**src/sram_test_pkg.sv**
```systemverilog
`default_nettype none

package sram_test_pkg;

  localparam int DATA_W     = 32;
  localparam int ADDR_W     = 8;
  localparam int BANK_W     = 3;
  localparam int REG_ADDR_W = 2;

  typedef logic [DATA_W-1:0]     data_t;     // SRAM and Wishbone data word
  typedef logic [ADDR_W-1:0]     addr_t;     // Packet address, banks use the low bits
  typedef logic [BANK_W-1:0]     bank_t;     // Chip select code
  typedef logic [REG_ADDR_W-1:0] reg_addr_t; // Wishbone word address

  // Codes 2 to 7 have no macro behind them
  localparam bank_t BANK_SMALL = 3'd0;
  localparam bank_t BANK_LARGE = 3'd1;

  localparam int SMALL_ADDR_BITS = 6; // 64 words
  localparam int LARGE_ADDR_BITS = 8; // 256 words

  // Register map
  localparam reg_addr_t REG_CTRL  = 2'd0; // bit 0 web, bits 3:1 bank
  localparam reg_addr_t REG_ADDR  = 2'd1;
  localparam reg_addr_t REG_WDATA = 2'd2;
  localparam reg_addr_t REG_RDATA = 2'd3; // Read only

  // Cycles from start to done, start cycle included
  localparam int ACCESS_LATENCY = 3;

endpackage

`default_nettype wire

```
**src/wb_test_regs.sv**
```systemverilog
`timescale 1ns/10ps
`default_nettype none

module wb_test_regs
  import sram_test_pkg::*;
(
  input  logic      clk,
  input  logic      reset,
  input  logic      wb_cyc,
  input  logic      wb_stb,
  input  logic      wb_we,
  input  reg_addr_t wb_adr,
  input  data_t     wb_wdata,
  output data_t     wb_rdata,
  output logic      wb_ack,
  output logic      start,
  output bank_t     bank,
  output logic      web,
  output addr_t     addr,
  output data_t     wdata,
  input  logic      done,
  input  data_t     rdata
);

  logic busy;
  logic access;
  logic stall;
  logic take;

  // ack is registered, so the cycle it is high still shows stb
  assign access = wb_cyc && wb_stb && !wb_ack;
  assign stall  = busy && (wb_adr == REG_CTRL || wb_adr == REG_RDATA);
  assign take   = access && !stall;

  always_ff @(posedge clk) begin
    if (reset) begin
      wb_ack <= 1'b0;
      start  <= 1'b0;
      busy   <= 1'b0;
      bank   <= '0;
      web    <= 1'b1;
      addr   <= '0;
      wdata  <= '0;
    end else begin
      wb_ack <= take;
      start  <= 1'b0;
      if (done) begin
        busy <= 1'b0;
      end
      if (take && wb_we) begin
        case (wb_adr)
          REG_CTRL: begin
            web   <= wb_wdata[0];
            bank  <= wb_wdata[3:1];
            start <= 1'b1; // Fires the access
            busy  <= 1'b1;
          end
          REG_ADDR:  addr  <= wb_wdata[ADDR_W-1:0];
          REG_WDATA: wdata <= wb_wdata;
          default: ;     // RDATA writes are dropped
        endcase
      end
    end
  end

  // Read mux
  always_ff @(posedge clk) begin
    if (take && !wb_we) begin
      case (wb_adr)
        REG_CTRL:  wb_rdata <= data_t'({bank, web});
        REG_ADDR:  wb_rdata <= data_t'(addr);
        REG_WDATA: wb_rdata <= wdata;
        default:   wb_rdata <= rdata;
      endcase
    end
  end

  a_ack_in_cycle: assert property (
    @(posedge clk) disable iff (reset)
    wb_ack |-> (wb_cyc && wb_stb)
  ) else $error("wb_ack outside a bus cycle");

endmodule

`default_nettype wire

```
**config.mk**
```make
export PLATFORM = sky130hd
export DESIGN_NAME = wb_test_regs
export DESIGN_NICKNAME = d
export VERILOG_FILES = /design/src/sram_test_pkg.sv /design/src/wb_test_regs.sv
export SDC_FILE = /design/constraint.sdc
export NUM_CORES = 1
export LEC_CHECK = 0
export BUFFER_PORTS_ARGS = -buffer_cell sky130_fd_sc_hd__buf_2
export CAP_MARGIN = 20
export CORE_AREA = 2 2 90 92
export CTS_CLUSTER_SIZE = 25
export DETAILED_ROUTE_END_ITERATION = 10
export DIE_AREA = 0 0 92 94
export GPL_TIMING_DRIVEN = 0
export PLACE_DENSITY = 0.78
export SLEW_MARGIN = 0
export SYNTH_ARGS = -nofsm -noshare
export SYNTH_HDL_FRONTEND = slang
export SYNTH_SLANG_ARGS = --single-unit
export TNS_END_PERCENT = 50
```
**constraint.sdc**
```tcl
create_clock -name clk -period 4 [get_ports clk]
set_clock_uncertainty 0.2 [all_clocks]
set_input_delay 0.2 -clock clk [delete_from_list [all_inputs] [get_ports clk]]
set_output_delay 0.2 -clock clk [all_outputs]
set_load 0.1 [all_outputs]
```
# After elaboration in Yosys (flattened, before gate mapping)
# Index checks and enable logic that the tools add are counted.
[word_totals]
regBits = 79
out_inout_bits = 78
wordCells = 32
[classes]
eq_ne = 3
mux = 5
bitwise_logic = 1
reduce_logical = 15
[ops]
columns = ["operator", "count"]
rows = [
  ["$pmux 32 s3", 1],
  ["$logic_and 1x1->1", 6],
  ["$reduce_and 2->1", 3],
  ["$eq 2x2->1 const B", 2],
  ["$mux 1", 4],
  ["$logic_not 1->1", 3],
  ["$eq 2x1->1 const B", 1],
  ["$logic_not 2->1", 1],
  ["$reduce_or 2->1", 1],
  ["$logic_or 1x1->1", 1],
  ["$not 1->1", 1],
]

# Depth between registers and ports, before layout
[depth]
ltp_word = 8
depth_mapped = 7

# Worst setup path after synthesis
# Ideal clock, no wire load.
[synth_path]
path_type = "reg-to-reg"
from = "register wb_ack"
to = "register wb_rdata[0] (enable)"
t_arrival_ns = 2.664
setup_slack_ns = 0.715
path_stages_with_launch = 3
path_buffers = 0
path_cell_list = "dfxtp_1 -> or3_2 -> nor2_1"
[synth_via]
elab_chain_len = 4
[synth_rtl]
columns = ["element", "line_no", "text"]
rows = [
  ["start, declared", "wb_test_regs.sv:15", "output logic wb_ack,"],
  ["start signal, assigned", "wb_test_regs.sv:45", "wb_ack <= take;"],
  ["$logic_not 1->1", "wb_test_regs.sv:31", "assign access = wb_cyc && wb_stb && !wb_ack;"],
  ["$logic_and 1x1->1", "wb_test_regs.sv:31", ""],
  ["$logic_and 1x1->1", "wb_test_regs.sv:33", "assign take = access && !stall;"],
  ["$logic_and 1x1->1", "wb_test_regs.sv:68", "if (take && !wb_we) begin"],
  ["end signal, assigned", "wb_test_regs.sv:70", "REG_CTRL: wb_rdata <= data_t'({bank, web});"],
  ["end signal, assigned", "wb_test_regs.sv:71", "REG_ADDR: wb_rdata <= data_t'(addr);"],
  ["end signal, assigned", "wb_test_regs.sv:72", "REG_WDATA: wb_rdata <= wdata;"],
  ["end, declared", "wb_test_regs.sv:14", "output data_t wb_rdata,"],
]
# Every way passes these cells.
# A chain may end at the register's enable or synchronous reset.

# Final worst setup path
[layout_path]
from = "register busy"
to = "register wb_rdata[19] (enable)"
[layout_via]
elab_chain_len = 4
[layout_rtl]
columns = ["element", "line_no", "text"]
rows = [
  ["start, declared", "wb_test_regs.sv:25", "logic busy;"],
  ["start signal, assigned", "wb_test_regs.sv:39", "busy <= 1'b0;"],
  ["start signal, assigned", "wb_test_regs.sv:48", "busy <= 1'b0;"],
  ["start signal, assigned", "wb_test_regs.sv:56", "busy <= 1'b1;"],
  ["$logic_and 1x1->1", "wb_test_regs.sv:32", "assign stall = busy && (wb_adr == REG_CTRL || wb_adr == REG_RDATA);"],
  ["$logic_not 1->1", "wb_test_regs.sv:33", ""],
  ["$logic_and 1x1->1", "wb_test_regs.sv:33", ""],
  ["$logic_and 1x1->1", "wb_test_regs.sv:68", ""],
]
# Every way passes these cells.

==> metrics list <==
* Width of the die: 92 um
- After layout, the minimum clock period comes to approximately 2000 ps.
- STA classifies the critical path endpoint as a flop.
* Adder-cell area share of the yosys netlist: 0.0140
- For this run, the number of Yosys warnings is 0.
- In this run the count of I/O pins placed on the die edge is 150.
* GR Util All Layers: 0.258
- Class of the tightest hold or removal check: primary input to flop
* Post-CTS repair timing setup buffer count: 0
- Category of the critical setup timing path: flop to flop
* Cell at the slowest stage of the critical path: sky130_fd_sc_hd__or3_2
- Remaining max-slew budget at the tightest pin: 0.522
- Count of flip-flops with a built-in enable after synthesis: 32
- Standby leakage power: 2.24 nW
* Dominant combinational cell family by area after synthesis: simple AND/OR/NAND/NOR gates
- Startpoint of the worst hold path: rdata[2]
- Among all flip-flop cells after synthesis, the most frequent one is sky130_fd_sc_hd__dfxtp_1.
- Counting flops and latches in the post-synthesis netlist gives 79.
- The total overflow left after global routing is 0.
- Mapped Area: 3560 um2
- The portion of synthesized area spent on multiplexers is 0.135.
* Synth Area in XOR/XNOR: 0
- Setup repair after global routing left no endpoint under its margin.
- The run finished with clean final reports.
* Max-Cap Viols: 0
* Vias in the first global route: 3508
* Clock Path Buffers: 2
- The number of antenna violations at the first check in global routing was 0.
- In this run the register-to-register setup slack is 2050 ps.
- After detailed routing, the number of vias per cell comes to around 5.0.
- Compared with the post-synthesis result, the final layout area differs by 48.4%.
- Worst IR drop on VDD: approximately 190 uV
- Yosys top cell by area: sky130_fd_sc_hd__edfxtp_1
- Cells traversed along the worst timing path: nor2b_4 > or3_2 > nor2_4 > buf_12
- Max-slew violation count: 0
* Data arrival time of the worst path: approximately 1800 ps
* Synth unique cells: 23
- Number of input and output port buffers inserted: between 100 and 150
- FP Rows: 32
- The most critical setup path has its startpoint at busy.
- STA classifies the critical path startpoint as a flop.
* Top cells by area in the synthesized netlist: sky130_fd_sc_hd__edfxtp_1 (27%), sky130_fd_sc_hd__dfxtp_1 (26%), sky130_fd_sc_hd__mux2i_1 (13%), sky130_fd_sc_hd__nand2b_1 (13%), sky130_fd_sc_hd__nand2_1 (5.7%)
- Entering global routing, the biggest net connects 28 pins.
- By count the netlist is led by sky130_fd_sc_hd__nand2b_1 (75), sky130_fd_sc_hd__nand2_1 (54), sky130_fd_sc_hd__mux2i_1 (48).
- Along the worst hold path, the cell count comes to 3.
* Async set or reset register ratio after synthesis: 0
- STA puts the critical path data required time at just under 4000 ps.
- Gate Count Post-Synth: 342
- Synthesis produced a netlist with a net count of about 420.
* Post-synthesis compound-gate area fraction: 0.0604
* Peak Freq: about 510 MHz
- The floorplan step defined a die boundary enclosing 8650 um2.
- Net total in the final layout: about 640
- TritonCTS clock tree: built
- Dividing total power by cell area gives a power density of between 300 and 400 nW/um2.
- Setup violations remaining at the end of the flow were counted as 0.
- Of the post-synthesis cell area, the dominant cell type holds 0.270.
- Global-route wire length before repair: 17200 um
* Maximum fanout along the worst path: 27
- At the end of routability-driven placement, the weighted congestion stood at 0.807.
- Portion of the post-synthesis area used by sequential elements: 0.534
* Count of routing violations after the opening detailed-route iteration: approximately 170
- The core region is between 7000 and 8000 um2.
- Fraction of layout instances using a drive strength above 1: 0.303
* Number of diodes: 0
* RR Endpoint: wb_rdata[19]
- DP HPWL: slightly above 7000 um
- Number of hold violations in the final report: 0
- Number of levels the H-tree was split into: 3
- Counting the buffers created by CTS gives 9.
- Of the available clock period, the critical path in the final layout requires 0.488.
- For this run, the slowest stage of the critical path takes 500 ps.
* Overall power after layout: approximately 1.8 mW
- CTS root buf: sky130_fd_sc_hd__clkbuf_8
- After detailed routing, the total wire length is 11000 um.
- CTS clock-pin slew for the worst setup and hold paths: 80 ps
* Number of routed nets with antenna violations: 0
- Initial cell density of the core: 0.468
- Actual slew at the worst max-slew pin: between 700 and 800 ps
- Number of vias after detailed routing: 3339
- Simple-Gate Fraction of Synth Area: 0.215
* CTS sink cnt: 79
- Syn Area/Cell: 10.4 um2
- Register-to-Register Path Depth: 4
- For this run, design rule violations remaining after detail routing come to 0.
- The clock reaches the later pin of the worst-skew pair after around 350 ps.
- In this run the vertical extent of the chip is 94 um.
- The worst register-to-register path begins at busy.
- Total negative slack: 0 ps
* Terminating pin of the worst hold path: wb_rdata[2]
- Initial DRT Pass Iterations: 4
- Most frequent cell after synthesis: sky130_fd_sc_hd__nand2b_1
- Average detailed-routed wire length per instance: 16.3 um
==> cell families (layout without fill, tap and decap cells) <==
family / count (synthesis) / after routing
simple gates: 142 / 142
fa+ha+maj: 4 / 4
buf+inv: 32 / 261
compound gates: 37 / 37
flops: 79 / 79
mux: 48 / 48
==> what timing repair did <==
item / in CTS / in global routing
hold buffers: 64 / 0
gates resized for setup: 0 / 0
hold endpoints to repair: 76 / 0
==> layer usage <==
layer,part of all wire,track usage
met5,0,0
met3,0.049,0.0594
met4,0.031,0.117
met2,0.51,0.457
met1,0.41,0.297
==> registers in the layout (all words and copies together), names as in the netlist <==
signal    count
bank          3
start         1
addr          8
busy          1
wdata        32
web           1
wb_ack        1
wb_rdata     32
==> cell type report <==
type,count,area [um2]
buffer,26,126
clock buffer,10,128
clock inverter,6,61.3
fill,579,2320
inverter,6,22.5
multi-input combinational,231,1520
sequential,79,1900
tap,102,128
timing repair buffer,213,1400
==> critical path, delay by kind of cell, from the launching register on <==
family | cells | cell delay [ps]
buffers and inverters | 1 | 240
flip-flops | 1 | 320
AND/OR/NAND/NOR | 3 | 890
==> power breakdown <==
group | leakage [nW] | internal, mW | switching [mW]
Sequential | 0.665 | 0.854 | 0.00796
Combinational | 1.49 | 0.112 | 0.212
Clock | 0.0859 | 0.285 | 0.292
==> worst max-delay path by stage <==
stage,end,slack [ps]
finish,wb_rdata[19],2050
global placement,wb_rdata[28],30
floorplan,wb_rdata[0],710
CTS,wb_rdata[23],2040
detailed placement,wb_rdata[28],1740
global route,wb_rdata[23],1970
==> placed cells by master (no fill, tap or decap), types with 2 or more instances in the layout <==
master,n
sky130_fd_sc_hd__buf_2,150
sky130_fd_sc_hd__nand2b_1,75
sky130_fd_sc_hd__dlygate4sd3_1,64
sky130_fd_sc_hd__nand2_1,54
sky130_fd_sc_hd__mux2i_1,48
sky130_fd_sc_hd__dfxtp_1,47
sky130_fd_sc_hd__edfxtp_1,32
sky130_fd_sc_hd__o21ai_0,28
sky130_fd_sc_hd__clkbuf_1,20
sky130_fd_sc_hd__clkbuf_8,9
sky130_fd_sc_hd__inv_1,6
sky130_fd_sc_hd__a222oi_1,4
sky130_fd_sc_hd__a22oi_1,4
sky130_fd_sc_hd__nor2_1,4
sky130_fd_sc_hd__ha_1,4
sky130_fd_sc_hd__buf_6,3
sky130_fd_sc_hd__clkinvlp_4,3
sky130_fd_sc_hd__nand4_1,2
sky130_fd_sc_hd__or3_1,2
==> metrics by stage <==
step / hold slack (ps) / instances / instance area [um2] / util / setup slack [ps]
finish: 61.4 / 673 / 5290 / 0.695 / 2050
global route: 50.7 / 673 / 5290 / 0.695 / 1970
CTS: 50.3 / 673 / 5290 / 0.695 / 2040
detailed placement: 270 / 593 / 4460 / 0.586 / 1740
global placement: 264 / 592 / 4430 / 0.582 / 26.6
floorplan: 155 / 342 / 3560 / - / 715
No activity file was read; power rests on OpenSTA's default activity.
