### config.mk
export PLATFORM = sky130hd
export DESIGN_NAME = sram_test_router_flat
export DESIGN_NICKNAME = d
export VERILOG_FILES = /design/src/sram_test_pkg.sv /design/src/sram_port_if.sv /design/src/sram_test_router.sv /design/src/flat_wrapper.sv
export SDC_FILE = /design/constraint.sdc
export NUM_CORES = 1
export LEC_CHECK = 0
export ABC_CLOCK_PERIOD_IN_PS = 11700
export BUFFER_PORTS_ARGS = -buffer_cell sky130_fd_sc_hd__buf_2
export CAP_MARGIN = 5
export CORE_MARGIN = 2
export CORE_UTILIZATION = 45
export CTS_CLUSTER_SIZE = 8
export DETAILED_ROUTE_END_ITERATION = 10
export HOLD_SLACK_MARGIN = 0.1
export PLACE_DENSITY_LB_ADDON = 0.25
export SLEW_MARGIN = 5
export SYNTH_ARGS = -nofsm -noshare
export SYNTH_HDL_FRONTEND = slang
export SYNTH_SLANG_ARGS = --single-unit
### constraint.sdc
create_clock -name clk -period 11.7 [get_ports clk]
set_input_delay 1.17 -clock clk [delete_from_list [all_inputs] [get_ports clk]]
set_output_delay 1.17 -clock clk [all_outputs]
set_load 0.02 [all_outputs]
### src/sram_test_pkg.sv
`default_nettype none

package sram_test_pkg;

  localparam int DATA_W     = 32;
  localparam int ADDR_W     = 8;
  localparam int BANK_W     = 3;
  localparam int REG_ADDR_W = 2;

  typedef logic [DATA_W-1:0]     data_t;     // SRAM and Wishbone data word
  typedef logic [ADDR_W-1:0]     addr_t;     // Packet address, banks use the low bits
  typedef logic [BANK_W-1:0]     bank_t;     // Chip select code
  typedef logic [REG_ADDR_W-1:0] reg_addr_t; // Wishbone word address

  // Codes 2 to 7 have no macro behind them
  localparam bank_t BANK_SMALL = 3'd0;
  localparam bank_t BANK_LARGE = 3'd1;

  localparam int SMALL_ADDR_BITS = 6; // 64 words
  localparam int LARGE_ADDR_BITS = 8; // 256 words

  // Register map
  localparam reg_addr_t REG_CTRL  = 2'd0; // bit 0 web, bits 3:1 bank
  localparam reg_addr_t REG_ADDR  = 2'd1;
  localparam reg_addr_t REG_WDATA = 2'd2;
  localparam reg_addr_t REG_RDATA = 2'd3; // Read only

  // Cycles from start to done, start cycle included
  localparam int ACCESS_LATENCY = 3;

endpackage

`default_nettype wire

### src/sram_port_if.sv
`timescale 1ns/10ps
`default_nettype none

interface sram_port_if
  import sram_test_pkg::*;
();

  logic  csb;  // Chip select, active low
  logic  web;  // Write enable, active low
  addr_t addr; // Already trimmed to the bank depth
  data_t din;
  data_t dout;

  modport controller (
    output csb,
    output web,
    output addr,
    output din,
    input  dout
  );

  modport memory (
    input  csb,
    input  web,
    input  addr,
    input  din,
    output dout
  );

endinterface

`default_nettype wire

### src/sram_test_router.sv
`timescale 1ns/10ps
`default_nettype none

module sram_test_router
  import sram_test_pkg::*;
(
  input  logic                   clk,
  input  logic                   reset,
  input  logic                   start,
  input  bank_t                  bank,
  input  logic                   web,
  input  addr_t                  addr,
  input  data_t                  wdata,
  output logic                   done,
  output data_t                  rdata,
  sram_port_if.controller        small_port,
  sram_port_if.controller        large_port
);

  typedef enum logic [1:0] {
    ST_IDLE,
    ST_ACCESS,   // csb low on the selected port
    ST_CAPTURE   // dout valid
  } state_t;

  state_t state;
  bank_t  bank_q;
  logic   web_q;
  addr_t  addr_q;
  data_t  wdata_q;

  // Packet copy held for the whole access
  always_ff @(posedge clk) begin
    if (start && state == ST_IDLE) begin
      bank_q  <= bank;
      web_q   <= web;
      addr_q  <= addr;
      wdata_q <= wdata;
    end
  end

  // Address wraps to the bank depth
  assign small_port.addr = addr_t'(addr_q[SMALL_ADDR_BITS-1:0]);
  assign large_port.addr = addr_t'(addr_q[LARGE_ADDR_BITS-1:0]);
  assign small_port.din  = wdata_q;
  assign large_port.din  = wdata_q;

  always_ff @(posedge clk) begin
    if (reset) begin
      state          <= ST_IDLE;
      done           <= 1'b0;
      rdata          <= '0;
      small_port.csb <= 1'b1;
      small_port.web <= 1'b1;
      large_port.csb <= 1'b1;
      large_port.web <= 1'b1;
    end else begin
      done           <= 1'b0;
      small_port.csb <= 1'b1; // Ports idle unless selected below
      small_port.web <= 1'b1;
      large_port.csb <= 1'b1;
      large_port.web <= 1'b1;
      case (state)
        ST_IDLE: begin
          if (start) begin
            small_port.csb <= (bank != BANK_SMALL);
            small_port.web <= (bank != BANK_SMALL) || web;
            large_port.csb <= (bank != BANK_LARGE);
            large_port.web <= (bank != BANK_LARGE) || web;
            state          <= ST_ACCESS;
          end
        end
        ST_ACCESS: state <= ST_CAPTURE;
        ST_CAPTURE: begin
          done  <= 1'b1;
          state <= ST_IDLE;
          if (web_q) begin // Writes keep the last read result
            case (bank_q)
              BANK_SMALL: rdata <= small_port.dout;
              BANK_LARGE: rdata <= large_port.dout;
              default:    rdata <= '0;
            endcase
          end
        end
        default: state <= ST_IDLE;
      endcase
    end
  end

  a_one_bank: assert property (
    @(posedge clk) disable iff (reset)
    !(!small_port.csb && !large_port.csb)
  ) else $error("Both banks selected at once");

  a_latency: assert property (
    @(posedge clk) disable iff (reset)
    start |-> ##ACCESS_LATENCY done
  ) else $error("done missing after start");

endmodule

`default_nettype wire

### src/flat_wrapper.sv
// flat-port wrapper written by rule: the top's interface ports become plain ports
module sram_test_router_flat import sram_test_pkg::*;
  (clk, reset, start, bank, web, addr, wdata, done, rdata, small_port_csb, small_port_web, small_port_addr, small_port_din, small_port_dout, large_port_csb, large_port_web, large_port_addr, large_port_din, large_port_dout);
  sram_port_if small_port_i ();
  sram_port_if large_port_i ();
  input  logic clk;
  input  logic reset;
  input  logic start;
  input  bank_t bank;
  input  logic web;
  input  addr_t addr;
  input  data_t wdata;
  output logic done;
  output data_t rdata;
  output wire logic [$bits(small_port_i.csb)-1:0] small_port_csb;
  output wire logic [$bits(small_port_i.web)-1:0] small_port_web;
  output wire logic [$bits(small_port_i.addr)-1:0] small_port_addr;
  output wire logic [$bits(small_port_i.din)-1:0] small_port_din;
  input wire logic [$bits(small_port_i.dout)-1:0] small_port_dout;
  output wire logic [$bits(large_port_i.csb)-1:0] large_port_csb;
  output wire logic [$bits(large_port_i.web)-1:0] large_port_web;
  output wire logic [$bits(large_port_i.addr)-1:0] large_port_addr;
  output wire logic [$bits(large_port_i.din)-1:0] large_port_din;
  input wire logic [$bits(large_port_i.dout)-1:0] large_port_dout;
  assign small_port_csb = small_port_i.csb;
  assign small_port_web = small_port_i.web;
  assign small_port_addr = small_port_i.addr;
  assign small_port_din = small_port_i.din;
  assign small_port_i.dout = small_port_dout;
  assign large_port_csb = large_port_i.csb;
  assign large_port_web = large_port_i.web;
  assign large_port_addr = large_port_i.addr;
  assign large_port_din = large_port_i.din;
  assign large_port_i.dout = large_port_dout;
  sram_test_router u_core (.clk(clk), .reset(reset), .start(start), .bank(bank), .web(web), .addr(addr), .wdata(wdata), .done(done), .rdata(rdata), .small_port(small_port_i), .large_port(large_port_i));
endmodule
### Yosys cells after proc, flatten, opt, wreduce, memory -nomap -nowiden

Index checks and enable logic that the tools add are counted.

| storage, ports and cells | value |
|---|---|
| flip-flop bits (word level) | 83 |
| input port bits | 111 |
| output and inout port bits | 117 |
| logic and storage cells | 30 |

| cells by class | value |
|---|---|
| equality and inequality tests | 5 |
| mux-type cells | 4 |
| bitwise gates (word level) | 2 |
| reductions and logical operators | 8 |

Operator list:

| kind | number |
|---|---|
| $pmux W32 S2 | 1 |
| $pmux W2 S2 | 1 |
| $eq A3 B1 Y1 const B | 1 |
| $logic_not A3 Y1 | 1 |
| $ne A3 B1 Y1 const B | 1 |
| $reduce_bool A3 Y1 | 1 |
| $reduce_or A3 Y1 | 1 |
| $eq A2 B1 Y1 const B | 1 |
| $eq A2 B2 Y1 const B | 1 |
| $logic_not A2 Y1 | 1 |
| $logic_or A1 B1 Y1 | 2 |
| $mux W2 | 1 |
| $ne A2 B2 Y1 const B | 1 |
| $not A1 Y1 | 2 |
| $reduce_and A2 Y1 | 1 |
| $logic_and A1 B1 Y1 | 1 |
| $mux W1 | 1 |

### Logic depth before layout (Yosys ltp)

| logic depth | value |
|---|---|
| depth in word-level cells | 3 |
| depth in mapped cells | 4 |
| mapped depth without buffers | 3 |

### Worst setup path before layout

No wires, ideal clock.

| timing path | value |
|---|---|
| path type | input to register |
| start point | input start |
| end point | register u_core.bank_q[0], enable pin |
| setup time | 0.509 ns |
| arrival | 4.388 ns |
| data required time | 11.191 ns |
| slack | 6.803 ns |
| stages on the path | 1 |
| buffers on the path | 0 |
| path through | nor3b_1 |

| between the ends | value |
|---|---|
| word-level cells in the longest chain between the ends | 1 |

Ends and longest elaborated chain:

| what | line | text |
|---|---|---|
| start, declared | flat_wrapper.sv:8 | `input logic start;` |
| $logic_and A1 B1 Y1 | sram_test_router.sv:34 | `if (start && state == ST_IDLE) begin` |
| end signal, assigned | sram_test_router.sv:35 | `bank_q <= bank;` |
| end, declared | sram_test_router.sv:27 | `bank_t bank_q;` |

Every way passes these cells.
A chain may end at the register's enable or synchronous reset.

### Worst setup path in the final report

| timing path | value |
|---|---|
| start point | input start |
| end point | register u_core.wdata_q[10], in the netlist u_core.large_port.din[10], enable pin |

| between the ends | value |
|---|---|
| word-level cells in the longest chain between the ends | 1 |

Ends and longest elaborated chain:

| what | line | text |
|---|---|---|
| $logic_and A1 B1 Y1 | sram_test_router.sv:34 |  |
| end signal, assigned | sram_test_router.sv:38 | `wdata_q <= wdata;` |
| end, declared | sram_test_router.sv:30 | `data_t wdata_q;` |

Every way passes these cells.

==> results.md <==
* Rel. slew slack at 54.30%
* Combinational Power Share at 13.6%
* CTS Sinks at 83
* Cell Pwr Density at 134.1 nW/µm²
* Die W at 90.82 µm
* GR Util All Layers at 17.88%
* PortBufs at 225
* WL final at 7383 µm
* # IOs at 228
* Number of buffers created by CTS at 9
* Critical Path AT at 2.10 ns
* WL per Instance at 14.59 µm
* Switching Share at 24.85%
* DRT iter0 DRCs at 49
* Die height at 90.82 µm
* Post-route antenna net violation count at 0
* Psw at 149.8 µW
* WS Path Type: input port to register
* Total number of vias at 2269
* Reg power frac at 54.2%
* Syn Area/Cell at 16.00 µm²
* Fmax at 0.4698 GHz
* Pleak at 2.111 nW
* Post-Route Skew at 0.008158 ns
* Tcrit/Tclk final at 18.19%
* Seq cells post-synth at 83
* Synth Instances at 212
* Crit path launch type: input port
* HPWL Detailed at 5751 µm
* Count of pins over their slew limit at 0
* Remaining Overflow, GRT at 0
* Fin nets at 513
* Cell Area, Synth at 3392 µm²
* Global-route wire length before repair at 11470 µm
* Worst Path Required at 11.68 ns
* Reg2reg start: u_core.bank_q[0]
* Max Cap Viol at 0
* Deepest clock path buffer count at 2
* First-pass DRT Iterations at 4
* Die area at 8248 µm²
* FP Rows at 31
* Hold Violations, Final at 0
* Pwr Total at 602.7 µW
* CP Capture Type: register
* H-tree depth at 3
* Max VDD drop at 0.07343 mV
* Syn. warnings at 0
* Final Util at 61.63%
* CTS tree: yes
* Antenna cell count at 0
* Clock root buffer: clkbuf_8
* Clock Latency Late Sink at 0.33 ns
* Outcome: completed
* # setup viols final at 0
* Synth cell types at 21
* CTS Hold Buffers Added at 0
* Hold crit path type: register to register
* Antenna violations before repair at 0
* Share of layout cells above drive strength 1 at 68.80%
* Vias per cell at 4.484
* Largest net degree at the start of global routing at 41
* Unrepaired setup endpoints after global routing: no
* Layout area overhead at 32.50%
* CP max FO at 40
* Initial Utilization at 46.52%
* GP Congestion at 0.7438
* Worst-margin pin slew at 0.6854 ns
* Worst Hold Launch: u_core.rdata[17]
* Critical path launch point: start
* CORE AREA at 7292 µm²
* Resize count post-CTS at 0
* Post-route setup TNS at 0 ns
* Clock share of power at 32.2%
* Final min period at 2.129 ns
* Clk pin slew, worst setup/hold paths at 0.07 ns
* Vias in the first global route at 2268
* Seq/Total Area, Yosys at 61.97%
* Setup bufs post-CTS at 0
* Remaining DRCs at 0
* Internal Pwr Total at 452.9 µW
critical path, cell delays in order:
cell and delay, ns:
buf_2 0.08, nor3b_2 0.34, buf_4 0.49
final timing paths:
| check | slack [ns] | cells past startpoint | to |
|---|---|---|---|
| worst max-delay path | 9.57 | 3 | u_core.large_port.din[10] |
| worst min-delay path | 0.47 | 1 | u_core.rdata[17] |
| worst max register to register | 9.95 | 3 | u_core.rdata[26] |
| worst min register to register | 0.47 | 1 | u_core.rdata[17] |
Yosys cell counts:
| cell | n | area (µm²) |
|---|---|---|
| edfxtp_1 | 44 | 1321 |
| buf_4 | 43 | 322.8 |
| dfxtp_1 | 39 | 780.8 |
| mux2i_1 | 32 | 320.3 |
| o2bb2ai_2 | 30 | 450.4 |
| buf_2 | 4 | 20.02 |
| buf_6 | 3 | 33.78 |
| nand2_1 | 2 | 7.510 |
| nor2_1 | 2 | 7.510 |
| o2bb2ai_1 | 2 | 17.52 |
| a31oi_2 | 1 | 12.51 |
| conb_1 | 1 | 3.750 |
| inv_2 | 1 | 3.750 |
| nand2b_1 | 1 | 6.260 |
| nand3_4 | 1 | 17.52 |
| nand3b_1 | 1 | 7.510 |
| nor3_1 | 1 | 5.000 |
| nor3b_1 | 1 | 7.510 |
| nor3b_2 | 1 | 12.51 |
| nor3b_4 | 1 | 18.77 |
| nor4b_2 | 1 | 15.01 |
area by class of cell:
| type | count | area [µm²] |
|---|---|---|
| clock inverter | 5 | 53.80 |
| clock buffer | 11 | 135.1 |
| multi-input combinational | 79 | 927.1 |
| fill | 594 | 2798 |
| timing repair buffer | 228 | 1149 |
| sequential | 83 | 2102 |
| inverter | 1 | 3.754 |
| tap | 99 | 123.9 |
logic make-up after synthesis:
logic type / after synthesis / share of synthesized area [%]
compound gates: 33 / 14.16
buf+inv: 51 / 11.21
flops: 83 / 61.97
mux: 32 / 9.443
other cells: 1 / 0.1106
simple gates: 12 / 3.099
metrics by stage:
stage	cells	hold WS, ns	cell area [µm²]	setup slack [ns]
2_1_floorplan	213	0.4920	3396	6.803
3_5_place_dp	490	0.4522	4305	9.205
3_3_place_gp	490	0.4422	4305	9.252
6_report	506	0.4663	4494	9.571
4_1_cts	506	0.4740	4494	9.559
5_1_grt	506	0.4808	4494	9.439
metal layers:
| layer | wire length, µm | up-vias | track usage [%] |
|---|---|---|---|
| met1 | 2860 | 1012 | 20.72 |
| li1 | - | 1133 | - |
| met2 | 3837 | 108 | 31.03 |
| met5 | 0 | - | 0 |
| met3 | 541 | 16 | 5.175 |
| met4 | 143 | 0 | 7.323 |
layout by cell type, fill, tap and decap left out, types with 2 or more instances in the layout:
cell / netlist / layout
nor2_1: 2 / 2
nand2_1: 2 / 2
nor3b_2: 1 / 2
o2bb2ai_2: 30 / 30
clkbuf_8: 0 / 9
buf_4: 43 / 3
clkinv_2: 0 / 2
mux2i_1: 32 / 32
dfxtp_1: 39 / 39
edfxtp_1: 44 / 44
o2bb2ai_1: 2 / 2
conb_1: 1 / 2
buf_2: 4 / 225
sequential cells by signal, indices dropped and copies added, names as in the netlist, 2 cells and up:
register	flops
u_core.large_port.addr	8
u_core.rdata	32
u_core.large_port.din	32
u_core.bank_q	3
u_core.state	2
power by group through the flow:
stage / clock, mW / sequential [mW] / combinational [mW]
floorplan: 0 / 0.345 / 0.0441
finish: 0.194 / 0.326 / 0.0820
global placement: 0 / 0.333 / 0.0820
global route: 0.211 / 0.328 / 0.0880
CTS: 0.200 / 0.327 / 0.0831
detailed placement: 0 / 0.333 / 0.0830
Power figures use the tool's default switching activity.
